## src/tnoc_lite_pkg.sv

```systemverilog
package tnoc_lite_pkg;

  // node coordinates and virtual channel.
  localparam int ID_X_WIDTH = 2;
  localparam int ID_Y_WIDTH = 2;
  localparam int VC_WIDTH   = 1;

  // AXI side widths.
  localparam int ADDR_WIDTH   = 32;
  localparam int DATA_WIDTH   = 32;
  localparam int STRB_WIDTH   = 4;
  localparam int AXI_ID_WIDTH = 4;

  // the address map has contiguous regions from address zero.
  localparam int REGION_SIZE  = 'h1000;
  localparam int REGION_COUNT = 4;

  // destination node of each region with entry 0 as the rightmost one.
  localparam logic [REGION_COUNT-1:0][ID_X_WIDTH-1:0] REGION_X = {
    2'd2, 2'd1, 2'd2, 2'd1
  };
  localparam logic [REGION_COUNT-1:0][ID_Y_WIDTH-1:0] REGION_Y = {
    2'd1, 2'd1, 2'd0, 2'd0
  };

  typedef enum logic [1:0] {
    FLIT_WRITE_REQ          = 2'd0,
    FLIT_READ_REQ           = 2'd1,
    FLIT_RESPONSE           = 2'd2,
    FLIT_RESPONSE_WITH_DATA = 2'd3
  } tnoc_lite_flit_type_e;

  // encodings follow the AXI BRESP and RRESP values.
  typedef enum logic [1:0] {
    RESP_OKAY   = 2'b00,
    RESP_SLVERR = 2'b10,
    RESP_DECERR = 2'b11
  } tnoc_lite_resp_e;

  // a single flit carries both header and payload.
  typedef struct packed {
    tnoc_lite_flit_type_e    flit_type;
    logic [ID_X_WIDTH-1:0]   dest_x;
    logic [ID_Y_WIDTH-1:0]   dest_y;
    logic [ID_X_WIDTH-1:0]   src_x;
    logic [ID_Y_WIDTH-1:0]   src_y;
    logic [VC_WIDTH-1:0]     vc;
    logic [AXI_ID_WIDTH-1:0] id;
    logic [ADDR_WIDTH-1:0]   addr;
    logic [DATA_WIDTH-1:0]   data;
    logic [STRB_WIDTH-1:0]   strb;
    tnoc_lite_resp_e         resp;
  } tnoc_lite_flit_t;

endpackage

```

## src/tnoc_lite_addr_decoder.sv

```systemverilog
module tnoc_lite_addr_decoder (
  input  logic [tnoc_lite_pkg::ADDR_WIDTH-1:0] i_addr,
  output logic [tnoc_lite_pkg::ID_X_WIDTH-1:0] o_dest_x,
  output logic [tnoc_lite_pkg::ID_Y_WIDTH-1:0] o_dest_y,
  output logic                                 o_decode_error
);
  import tnoc_lite_pkg::*;

  // the address misses unless a matching region overrides the default.
  always_comb begin
    o_dest_x       = '0;
    o_dest_y       = '0;
    o_decode_error = 1'b1;
    for (int i = 0; i < REGION_COUNT; i++) begin
      if ((i_addr >= ADDR_WIDTH'(i * REGION_SIZE)) &&
          (i_addr <  ADDR_WIDTH'((i + 1) * REGION_SIZE))) begin
        o_dest_x       = REGION_X[i];
        o_dest_y       = REGION_Y[i];
        o_decode_error = 1'b0;
      end
    end
  end

endmodule

```

## src/tnoc_lite_write_adapter.sv

```systemverilog
module tnoc_lite_write_adapter (
  input  logic                                   clk,
  input  logic                                   i_rst_n,
  input  logic [tnoc_lite_pkg::ID_X_WIDTH-1:0]   i_id_x,
  input  logic [tnoc_lite_pkg::ID_Y_WIDTH-1:0]   i_id_y,
  input  logic [tnoc_lite_pkg::VC_WIDTH-1:0]     i_vc,
  input  logic                                   i_awvalid,
  output logic                                   o_awready,
  input  logic [tnoc_lite_pkg::AXI_ID_WIDTH-1:0] i_awid,
  input  logic [tnoc_lite_pkg::ADDR_WIDTH-1:0]   i_awaddr,
  input  logic                                   i_wvalid,
  output logic                                   o_wready,
  input  logic [tnoc_lite_pkg::DATA_WIDTH-1:0]   i_wdata,
  input  logic [tnoc_lite_pkg::STRB_WIDTH-1:0]   i_wstrb,
  output logic                                   o_bvalid,
  input  logic                                   i_bready,
  output logic [tnoc_lite_pkg::AXI_ID_WIDTH-1:0] o_bid,
  output tnoc_lite_pkg::tnoc_lite_resp_e         o_bresp,
  output logic                                   o_req_valid,
  output tnoc_lite_pkg::tnoc_lite_flit_t         o_req_flit,
  input  logic                                   i_req_ready,
  input  logic                                   i_rsp_valid,
  input  tnoc_lite_pkg::tnoc_lite_flit_t         i_rsp_flit,
  output logic                                   o_rsp_ready
);
  import tnoc_lite_pkg::*;

  typedef enum logic [1:0] {
    IDLE,
    REQUEST,
    WAIT_RESPONSE,
    RESPOND
  } write_state_e;

  write_state_e            state;
  logic                    aw_full;
  logic                    w_full;
  logic [AXI_ID_WIDTH-1:0] awid_q;
  logic [ADDR_WIDTH-1:0]   awaddr_q;
  logic [DATA_WIDTH-1:0]   wdata_q;
  logic [STRB_WIDTH-1:0]   wstrb_q;
  logic [AXI_ID_WIDTH-1:0] bid_q;
  tnoc_lite_resp_e         bresp_q;
  logic [ID_X_WIDTH-1:0]   dest_x;
  logic [ID_Y_WIDTH-1:0]   dest_y;
  logic                    decode_error;
  logic                    local_error;
  logic                    aw_hs;
  logic                    w_hs;
  logic                    b_hs;

  tnoc_lite_addr_decoder u_decoder (
    .i_addr         (awaddr_q     ),
    .o_dest_x       (dest_x       ),
    .o_dest_y       (dest_y       ),
    .o_decode_error (decode_error )
  );

  assign aw_hs = i_awvalid && o_awready;
  assign w_hs  = i_wvalid && o_wready;
  assign b_hs  = o_bvalid && i_bready;

  // a missed address is answered here, in place of the request.
  assign local_error = (state == REQUEST) && decode_error;

  assign o_awready   = !aw_full;
  assign o_wready    = !w_full;
  assign o_req_valid = (state == REQUEST) && !decode_error;
  assign o_rsp_ready = (state == WAIT_RESPONSE);
  assign o_bvalid    = (state == RESPOND) || local_error;
  assign o_bid       = local_error ? awid_q : bid_q;
  assign o_bresp     = local_error ? RESP_DECERR : bresp_q;

  always_comb begin
    o_req_flit           = '0;
    o_req_flit.flit_type = FLIT_WRITE_REQ;
    o_req_flit.dest_x    = dest_x;
    o_req_flit.dest_y    = dest_y;
    o_req_flit.src_x     = i_id_x;
    o_req_flit.src_y     = i_id_y;
    o_req_flit.vc        = i_vc;
    o_req_flit.id        = awid_q;
    o_req_flit.addr      = awaddr_q;
    o_req_flit.data      = wdata_q;
    o_req_flit.strb      = wstrb_q;
    o_req_flit.resp      = RESP_OKAY;
  end

  always_ff @(posedge clk) begin
    if (!i_rst_n) begin
      state   <= IDLE;
      aw_full <= 1'b0;
      w_full  <= 1'b0;
    end else begin
      // the holding registers stay full until B completes.
      if (b_hs) begin
        aw_full <= 1'b0;
        w_full  <= 1'b0;
      end else begin
        aw_full <= aw_full || aw_hs;
        w_full  <= w_full || w_hs;
      end
      case (state)
        IDLE:          if ((aw_full || aw_hs) && (w_full || w_hs)) state <= REQUEST;
        REQUEST: begin
          if (decode_error) begin
            if (i_bready) state <= IDLE;
          end else if (i_req_ready) begin
            state <= WAIT_RESPONSE;
          end
        end
        WAIT_RESPONSE: if (i_rsp_valid) state <= RESPOND;
        RESPOND:       if (i_bready) state <= IDLE;
        default:       state <= IDLE;
      endcase
    end
  end

  always_ff @(posedge clk) begin
    if (aw_hs) begin
      awid_q   <= i_awid;
      awaddr_q <= i_awaddr;
    end
    if (w_hs) begin
      wdata_q <= i_wdata;
      wstrb_q <= i_wstrb;
    end
    if (i_rsp_valid && o_rsp_ready) begin
      bid_q   <= i_rsp_flit.id;
      bresp_q <= i_rsp_flit.resp;
    end
  end

endmodule

```

## src/tnoc_lite_read_adapter.sv

```systemverilog
module tnoc_lite_read_adapter (
  input  logic                                   clk,
  input  logic                                   i_rst_n,
  input  logic [tnoc_lite_pkg::ID_X_WIDTH-1:0]   i_id_x,
  input  logic [tnoc_lite_pkg::ID_Y_WIDTH-1:0]   i_id_y,
  input  logic [tnoc_lite_pkg::VC_WIDTH-1:0]     i_vc,
  input  logic                                   i_arvalid,
  output logic                                   o_arready,
  input  logic [tnoc_lite_pkg::AXI_ID_WIDTH-1:0] i_arid,
  input  logic [tnoc_lite_pkg::ADDR_WIDTH-1:0]   i_araddr,
  output logic                                   o_rvalid,
  input  logic                                   i_rready,
  output logic [tnoc_lite_pkg::AXI_ID_WIDTH-1:0] o_rid,
  output logic [tnoc_lite_pkg::DATA_WIDTH-1:0]   o_rdata,
  output tnoc_lite_pkg::tnoc_lite_resp_e         o_rresp,
  output logic                                   o_req_valid,
  output tnoc_lite_pkg::tnoc_lite_flit_t         o_req_flit,
  input  logic                                   i_req_ready,
  input  logic                                   i_rsp_valid,
  input  tnoc_lite_pkg::tnoc_lite_flit_t         i_rsp_flit,
  output logic                                   o_rsp_ready
);
  import tnoc_lite_pkg::*;

  typedef enum logic [1:0] {
    IDLE,
    REQUEST,
    WAIT_RESPONSE,
    RESPOND
  } read_state_e;

  read_state_e             state;
  logic                    ar_full;
  logic [AXI_ID_WIDTH-1:0] arid_q;
  logic [ADDR_WIDTH-1:0]   araddr_q;
  logic [AXI_ID_WIDTH-1:0] rid_q;
  logic [DATA_WIDTH-1:0]   rdata_q;
  tnoc_lite_resp_e         rresp_q;
  logic [ID_X_WIDTH-1:0]   dest_x;
  logic [ID_Y_WIDTH-1:0]   dest_y;
  logic                    decode_error;
  logic                    local_error;
  logic                    ar_hs;

  tnoc_lite_addr_decoder u_decoder (
    .i_addr         (araddr_q     ),
    .o_dest_x       (dest_x       ),
    .o_dest_y       (dest_y       ),
    .o_decode_error (decode_error )
  );

  assign ar_hs       = i_arvalid && o_arready;
  assign local_error = (state == REQUEST) && decode_error;

  assign o_arready   = !ar_full;
  assign o_req_valid = (state == REQUEST) && !decode_error;
  assign o_rsp_ready = (state == WAIT_RESPONSE);
  // local error beats carry zero data.
  assign o_rvalid    = (state == RESPOND) || local_error;
  assign o_rid       = local_error ? arid_q : rid_q;
  assign o_rdata     = local_error ? '0 : rdata_q;
  assign o_rresp     = local_error ? RESP_DECERR : rresp_q;

  always_comb begin
    o_req_flit           = '0;
    o_req_flit.flit_type = FLIT_READ_REQ;
    o_req_flit.dest_x    = dest_x;
    o_req_flit.dest_y    = dest_y;
    o_req_flit.src_x     = i_id_x;
    o_req_flit.src_y     = i_id_y;
    o_req_flit.vc        = i_vc;
    o_req_flit.id        = arid_q;
    o_req_flit.addr      = araddr_q;
    o_req_flit.resp      = RESP_OKAY;
  end

  always_ff @(posedge clk) begin
    if (!i_rst_n) begin
      state   <= IDLE;
      ar_full <= 1'b0;
    end else begin
      if (o_rvalid && i_rready) begin
        ar_full <= 1'b0;
      end else if (ar_hs) begin
        ar_full <= 1'b1;
      end
      case (state)
        IDLE:          if (ar_hs) state <= REQUEST;
        REQUEST: begin
          if (decode_error) begin
            if (i_rready) state <= IDLE;
          end else if (i_req_ready) begin
            state <= WAIT_RESPONSE;
          end
        end
        WAIT_RESPONSE: if (i_rsp_valid) state <= RESPOND;
        RESPOND:       if (i_rready) state <= IDLE;
        default:       state <= IDLE;
      endcase
    end
  end

  always_ff @(posedge clk) begin
    if (ar_hs) begin
      arid_q   <= i_arid;
      araddr_q <= i_araddr;
    end
    if (i_rsp_valid && o_rsp_ready) begin
      rid_q   <= i_rsp_flit.id;
      rdata_q <= i_rsp_flit.data;
      rresp_q <= i_rsp_flit.resp;
    end
  end

endmodule

```

## src/tnoc_lite_flit_mux.sv

```systemverilog
module tnoc_lite_flit_mux (
  input  logic                           clk,
  input  logic                           i_rst_n,
  input  logic                           i_write_valid,
  input  tnoc_lite_pkg::tnoc_lite_flit_t i_write_flit,
  output logic                           o_write_ready,
  input  logic                           i_read_valid,
  input  tnoc_lite_pkg::tnoc_lite_flit_t i_read_flit,
  output logic                           o_read_ready,
  output logic                           o_flit_valid,
  output tnoc_lite_pkg::tnoc_lite_flit_t o_flit,
  input  logic                           i_flit_ready
);
  import tnoc_lite_pkg::*;

  logic            flit_valid_q;
  tnoc_lite_flit_t flit_q;
  logic            prio_read;
  logic            accept;
  logic            grant_write;
  logic            grant_read;

  // the output register takes a new flit when empty or draining.
  assign accept = !flit_valid_q || i_flit_ready;

  // on a tie, the side that lost the last contest goes first.
  assign grant_write = i_write_valid && (!i_read_valid || !prio_read);
  assign grant_read  = i_read_valid && !grant_write;

  assign o_write_ready = accept && grant_write;
  assign o_read_ready  = accept && grant_read;
  assign o_flit_valid  = flit_valid_q;
  assign o_flit        = flit_q;

  always_ff @(posedge clk) begin
    if (!i_rst_n) begin
      flit_valid_q <= 1'b0;
      prio_read    <= 1'b0;
    end else if (accept) begin
      flit_valid_q <= i_write_valid || i_read_valid;
      if (i_write_valid && i_read_valid) begin
        prio_read <= !prio_read;
      end
    end
  end

  always_ff @(posedge clk) begin
    if (accept && grant_write) begin
      flit_q <= i_write_flit;
    end else if (accept && grant_read) begin
      flit_q <= i_read_flit;
    end
  end

endmodule

```

## src/tnoc_lite_flit_demux.sv

```systemverilog
module tnoc_lite_flit_demux (
  input  logic                           i_flit_valid,
  input  tnoc_lite_pkg::tnoc_lite_flit_t i_flit,
  output logic                           o_flit_ready,
  output logic                           o_write_valid,
  output tnoc_lite_pkg::tnoc_lite_flit_t o_write_flit,
  input  logic                           i_write_ready,
  output logic                           o_read_valid,
  output tnoc_lite_pkg::tnoc_lite_flit_t o_read_flit,
  input  logic                           i_read_ready
);
  import tnoc_lite_pkg::*;

  assign o_write_flit = i_flit;
  assign o_read_flit  = i_flit;

  // steer by flit type and drop request types with an acknowledge.
  always_comb begin
    o_write_valid = 1'b0;
    o_read_valid  = 1'b0;
    o_flit_ready  = 1'b1;
    case (i_flit.flit_type)
      FLIT_RESPONSE: begin
        o_write_valid = i_flit_valid;
        o_flit_ready  = i_write_ready;
      end
      FLIT_RESPONSE_WITH_DATA: begin
        o_read_valid = i_flit_valid;
        o_flit_ready = i_read_ready;
      end
      default: begin
        o_flit_ready = 1'b1;
      end
    endcase
  end

endmodule

```

## src/tnoc_lite_axi_slave_adapter.sv

```systemverilog
module tnoc_lite_axi_slave_adapter (
  input  logic                                   clk,
  input  logic                                   i_rst_n,
  input  logic [tnoc_lite_pkg::ID_X_WIDTH-1:0]   i_id_x,
  input  logic [tnoc_lite_pkg::ID_Y_WIDTH-1:0]   i_id_y,
  input  logic [tnoc_lite_pkg::VC_WIDTH-1:0]     i_write_vc,
  input  logic [tnoc_lite_pkg::VC_WIDTH-1:0]     i_read_vc,
  input  logic                                   i_awvalid,
  output logic                                   o_awready,
  input  logic [tnoc_lite_pkg::AXI_ID_WIDTH-1:0] i_awid,
  input  logic [tnoc_lite_pkg::ADDR_WIDTH-1:0]   i_awaddr,
  input  logic                                   i_wvalid,
  output logic                                   o_wready,
  input  logic [tnoc_lite_pkg::DATA_WIDTH-1:0]   i_wdata,
  input  logic [tnoc_lite_pkg::STRB_WIDTH-1:0]   i_wstrb,
  output logic                                   o_bvalid,
  input  logic                                   i_bready,
  output logic [tnoc_lite_pkg::AXI_ID_WIDTH-1:0] o_bid,
  output tnoc_lite_pkg::tnoc_lite_resp_e         o_bresp,
  input  logic                                   i_arvalid,
  output logic                                   o_arready,
  input  logic [tnoc_lite_pkg::AXI_ID_WIDTH-1:0] i_arid,
  input  logic [tnoc_lite_pkg::ADDR_WIDTH-1:0]   i_araddr,
  output logic                                   o_rvalid,
  input  logic                                   i_rready,
  output logic [tnoc_lite_pkg::AXI_ID_WIDTH-1:0] o_rid,
  output logic [tnoc_lite_pkg::DATA_WIDTH-1:0]   o_rdata,
  output tnoc_lite_pkg::tnoc_lite_resp_e         o_rresp,
  output logic                                   o_flit_out_valid,
  input  logic                                   i_flit_out_ready,
  output tnoc_lite_pkg::tnoc_lite_flit_t         o_flit_out,
  input  logic                                   i_flit_in_valid,
  output logic                                   o_flit_in_ready,
  input  tnoc_lite_pkg::tnoc_lite_flit_t         i_flit_in
);
  import tnoc_lite_pkg::*;

  // request flits from the adapters into the mux.
  logic            write_req_valid;
  logic            write_req_ready;
  tnoc_lite_flit_t write_req_flit;
  logic            read_req_valid;
  logic            read_req_ready;
  tnoc_lite_flit_t read_req_flit;

  // response flits from the demux into the adapters.
  logic            write_rsp_valid;
  logic            write_rsp_ready;
  tnoc_lite_flit_t write_rsp_flit;
  logic            read_rsp_valid;
  logic            read_rsp_ready;
  tnoc_lite_flit_t read_rsp_flit;

  tnoc_lite_write_adapter u_write_adapter (
    .clk         (clk             ),
    .i_rst_n     (i_rst_n         ),
    .i_id_x      (i_id_x          ),
    .i_id_y      (i_id_y          ),
    .i_vc        (i_write_vc      ),
    .i_awvalid   (i_awvalid       ),
    .o_awready   (o_awready       ),
    .i_awid      (i_awid          ),
    .i_awaddr    (i_awaddr        ),
    .i_wvalid    (i_wvalid        ),
    .o_wready    (o_wready        ),
    .i_wdata     (i_wdata         ),
    .i_wstrb     (i_wstrb         ),
    .o_bvalid    (o_bvalid        ),
    .i_bready    (i_bready        ),
    .o_bid       (o_bid           ),
    .o_bresp     (o_bresp         ),
    .o_req_valid (write_req_valid ),
    .o_req_flit  (write_req_flit  ),
    .i_req_ready (write_req_ready ),
    .i_rsp_valid (write_rsp_valid ),
    .i_rsp_flit  (write_rsp_flit  ),
    .o_rsp_ready (write_rsp_ready )
  );

  tnoc_lite_read_adapter u_read_adapter (
    .clk         (clk            ),
    .i_rst_n     (i_rst_n        ),
    .i_id_x      (i_id_x         ),
    .i_id_y      (i_id_y         ),
    .i_vc        (i_read_vc      ),
    .i_arvalid   (i_arvalid      ),
    .o_arready   (o_arready      ),
    .i_arid      (i_arid         ),
    .i_araddr    (i_araddr       ),
    .o_rvalid    (o_rvalid       ),
    .i_rready    (i_rready       ),
    .o_rid       (o_rid          ),
    .o_rdata     (o_rdata        ),
    .o_rresp     (o_rresp        ),
    .o_req_valid (read_req_valid ),
    .o_req_flit  (read_req_flit  ),
    .i_req_ready (read_req_ready ),
    .i_rsp_valid (read_rsp_valid ),
    .i_rsp_flit  (read_rsp_flit  ),
    .o_rsp_ready (read_rsp_ready )
  );

  tnoc_lite_flit_mux u_flit_mux (
    .clk           (clk              ),
    .i_rst_n       (i_rst_n          ),
    .i_write_valid (write_req_valid  ),
    .i_write_flit  (write_req_flit   ),
    .o_write_ready (write_req_ready  ),
    .i_read_valid  (read_req_valid   ),
    .i_read_flit   (read_req_flit    ),
    .o_read_ready  (read_req_ready   ),
    .o_flit_valid  (o_flit_out_valid ),
    .o_flit        (o_flit_out       ),
    .i_flit_ready  (i_flit_out_ready )
  );

  tnoc_lite_flit_demux u_flit_demux (
    .i_flit_valid  (i_flit_in_valid ),
    .i_flit        (i_flit_in       ),
    .o_flit_ready  (o_flit_in_ready ),
    .o_write_valid (write_rsp_valid ),
    .o_write_flit  (write_rsp_flit  ),
    .i_write_ready (write_rsp_ready ),
    .o_read_valid  (read_rsp_valid  ),
    .o_read_flit   (read_rsp_flit   ),
    .i_read_ready  (read_rsp_ready  )
  );

endmodule

```

## config.mk

```make
export PLATFORM = sky130hd
export DESIGN_NAME = tnoc_lite_axi_slave_adapter
export DESIGN_NICKNAME = d
export VERILOG_FILES = /design/src/tnoc_lite_pkg.sv /design/src/tnoc_lite_addr_decoder.sv /design/src/tnoc_lite_write_adapter.sv /design/src/tnoc_lite_read_adapter.sv /design/src/tnoc_lite_flit_mux.sv /design/src/tnoc_lite_flit_demux.sv /design/src/tnoc_lite_axi_slave_adapter.sv
export SDC_FILE = /design/constraint.sdc
export NUM_CORES = 1
export LEC_CHECK = 0
export BUFFER_PORTS_ARGS = -buffer_cell sky130_fd_sc_hd__buf_2
export CAP_MARGIN = 20
export CORE_MARGIN = 2
export CORE_UTILIZATION = 48
export DETAILED_ROUTE_END_ITERATION = 10
export PLACE_DENSITY = 0.79
export SETUP_SLACK_MARGIN = 0.3
export SLEW_MARGIN = 15
export SYNTH_ARGS = -nofsm -noshare
export SYNTH_HDL_FRONTEND = slang
export SYNTH_SLANG_ARGS = --single-unit
```

## constraint.sdc

```tcl
create_clock -name clk -period 4.5 [get_ports clk]
set_input_delay 0.45 -clock clk [delete_from_list [all_inputs] [get_ports clk]]
set_output_delay 0.45 -clock clk [all_outputs]
set_load 0.005 [all_outputs]
```

==> flow_summary.ini <==
[clock_network]
cts_sinks = 242
postCtsHoldBufs = 0
cts_tree = yes
h-tree-depth = 1
cts_buffer_depth = 3
cts_buffers = 25
clkLatencyLatePin_ns = 0.51
clkTransAtPathRegs_ns = 0.06
root_buffer = clkbuf_16
post-cts-setup-buffer-count = 0
cts.repair.resized = 0

[timing]
final-max-slew-violation-count = 0
period_needed_ns = 3.36
rsz0062_at_grt = false
worstMarginPinSlew_ns = 1.09
setup_viol = 0
max_freq_mhz = 297
finalSetupTns_ns = 0
finalClockSkew_ns = 0.0221
maxSlewHeadroom = 0.268
hold_viol = 0
layout_setup_ws_ns = 1.14
period_share = 0.747

[final_layout]
final_common_cell = buf_2
post-route-util = 0.633
final_nets = 990
final_cell_mix = buf_2 (294), edfxtp_1 (232), and2_1 (72)
seq_area_sq_mm = 0.00717
drive_gt1_frac = 0.466
nFillCells = 1280
area_delta_synth_final_pct = 29.0
multi_input_area_sq_mm = 0.00156

[power]
powerDensity_mw_per_mm2 = 414
p_sw_mw = 0.928
switching_share = 0.197
power.share.clock = 0.409
p_int_mw = 3.78
seqPwrFrac = 0.545
pwr-share-comb = 0.046
p_total_mw = 4.71
p_leak_nw = 4.61
ir_worst_vdd_v = 0.000371

[grt]
grt_pass1_vias = 5256
antenna_found_initial = 2
grt_pass1_wl_um = 28100
grt_usage = 0.187
grt_max_degree = 63
globalRouteOverflowTotal = 0

[setup_path]
crit_type = flip-flop to output pin
crit_arrival_ns = 2.91
cp.required_ns = 4.05
critPathCaptureType = output pin
start_kind = flip-flop
crit_fanout = 34
r2r-start = u_read_adapter.araddr_q[30]
crit_path_start = u_read_adapter.araddr_q[30]

[floorplanning]
pin_count = 344
die_x_um = 140
rows = 49
start_util = 0.491
die_y_um = 140
dieArea_sq_mm = 0.0195
core-area_sq_mm = 0.0180

[logic_synthesis]
synth_area_sq_mm = 0.00882
synth_seq_cells = 242
ys.flop_type = edfxtp_1
synth_edf_count = 232
async_reset_ff_frac = 0
ys_warn_count = 0
synth-seq-area-share = 0.813
yosys.cell_types.count = 44
syn_inst = 469
syn_area_per_cell_sq_um = 18.8

[routing]
routed_wirelength_um = 18500
drtPass1Iterations = 4
vias = 5008
drc_errors = 0
drtAntennaViolNets = 0
wl_per_cell_um = 18.0
dr.first_iter.drc_count = 241
drt-vias-per-instance = 4.86

[placement]
gp_congestion = 0.755
numPortBuffers = 294
post-place-ws_ns = 1.55
place_hpwl_um = 13200

[run_status]
status = finished, final reports clean

[job]
max_cap_viol_count = 0

[worst_hold_path]
hold_start = i_arid[3]
hp-class = input pin to flip-flop
## kinds of logic after synthesis
group	share of synthesized area
simple gates	0.106
mux	0.0474
flops	0.813
compound gates	0.0177
buf+inv	0.0159
other cells	0.000425
## power groups by stage
| stage | logic [mW] | registers, mW | clock network, mW |
|---|---|---|---|
| after floorplan | 0.0909 | 2.61 | 0 |
| after global placement | 0.205 | 2.61 | 0 |
| after detailed placement | 0.211 | 2.62 | 0 |
| after CTS | 0.212 | 2.57 | 1.97 |
| after global routing | 0.239 | 2.57 | 2.05 |
| final | 0.216 | 2.57 | 1.93 |
## flip-flops by register name (all words and copies together) (netlist names), 2 cells and up
| signal | cells |
|---|---|
| u_write_adapter.wstrb_q | 4 |
| u_read_adapter.rid_q | 4 |
| u_read_adapter.state | 2 |
| u_read_adapter.rresp_q | 2 |
| u_read_adapter.rdata_q | 32 |
| u_read_adapter.araddr_q | 32 |
| u_write_adapter.awid_q | 4 |
| u_write_adapter.wdata_q | 32 |
| u_write_adapter.awaddr_q | 32 |
| u_write_adapter.bresp_q | 2 |
| u_read_adapter.arid_q | 4 |
| u_write_adapter.bid_q | 4 |
| u_write_adapter.state | 2 |
| u_flit_mux.o_flit | 81 |
## per-stage QoR
step	hold WS [ns]	cell area [sq um]	instances
6_report	0.109	11400	1030
5_1_grt	0.0913	11400	1030
4_1_cts	0.0919	11300	1027
2_1_floorplan	0.442	8830	472
3_3_place_gp	0.434	10600	982
3_5_place_dp	0.439	10600	982
## critical path: stages, from the launching register on
cell and delay [ns]:
edfxtp_1 0.39, nor4_2 0.67, nand2_1 0.29, o21ai_2 0.39, buf_4 0.35, and2_1 0.20
buf_2 0.12
## cell type report
| cell class | instances | area share |
|---|---|---|
| Sequential cell | 242 | 0.630 |
| Multi-Input combinational cell | 206 | 0.137 |
| Timing Repair Buffer | 300 | 0.137 |
| Clock buffer | 36 | 0.0613 |
| Tap cell | 229 | 0.0252 |
| Clock inverter | 9 | 0.00638 |
| Inverter | 7 | 0.00231 |
| Antenna cell | 1 | 0.000220 |
## synth_stat cells (2+ instances only)
cell type / number / share of area
and2_1: 72 / 0.051
and3_1: 3 / 0.0021
buf_2: 4 / 0.0023
buf_4: 4 / 0.0034
buf_6: 4 / 0.0051
clkbuf_1: 4 / 0.0017
dfxtp_1: 10 / 0.023
edfxtp_1: 232 / 0.79
inv_1: 7 / 0.0030
mux2_1: 2 / 0.0026
mux2_2: 8 / 0.010
mux2_4: 19 / 0.032
mux2i_1: 2 / 0.0023
nand2_1: 7 / 0.0030
nand2b_1: 7 / 0.0050
nand3_1: 5 / 0.0028
nand4_1: 4 / 0.0028
nor2_1: 13 / 0.0055
nor2b_1: 22 / 0.016
nor3_1: 4 / 0.0023
nor4_1: 5 / 0.0035
nor4_2: 3 / 0.0043
o21a_1: 4 / 0.0034
o21ai_0: 3 / 0.0017
o21ai_1: 2 / 0.0011
## worst paths after layout
path	endpoint	slack [ns]	cells past startpoint
min	u_read_adapter.arid_q[3]	0.11	1
max reg2reg	u_flit_mux.o_flit[57]	1.58	5
min reg2reg	u_flit_mux.o_flit[83]	0.45	2
max	o_rdata[21]	1.14	6
## layer usage
layer	share of wire	global-route usage	vias up
li1	-	-	2387
met1	0.36	0.212	2346
met2	0.51	0.328	232
met3	0.098	0.0657	43
met4	0.033	0.0654	0
met5	0	0	-
Power figures use the tool's default switching activity.
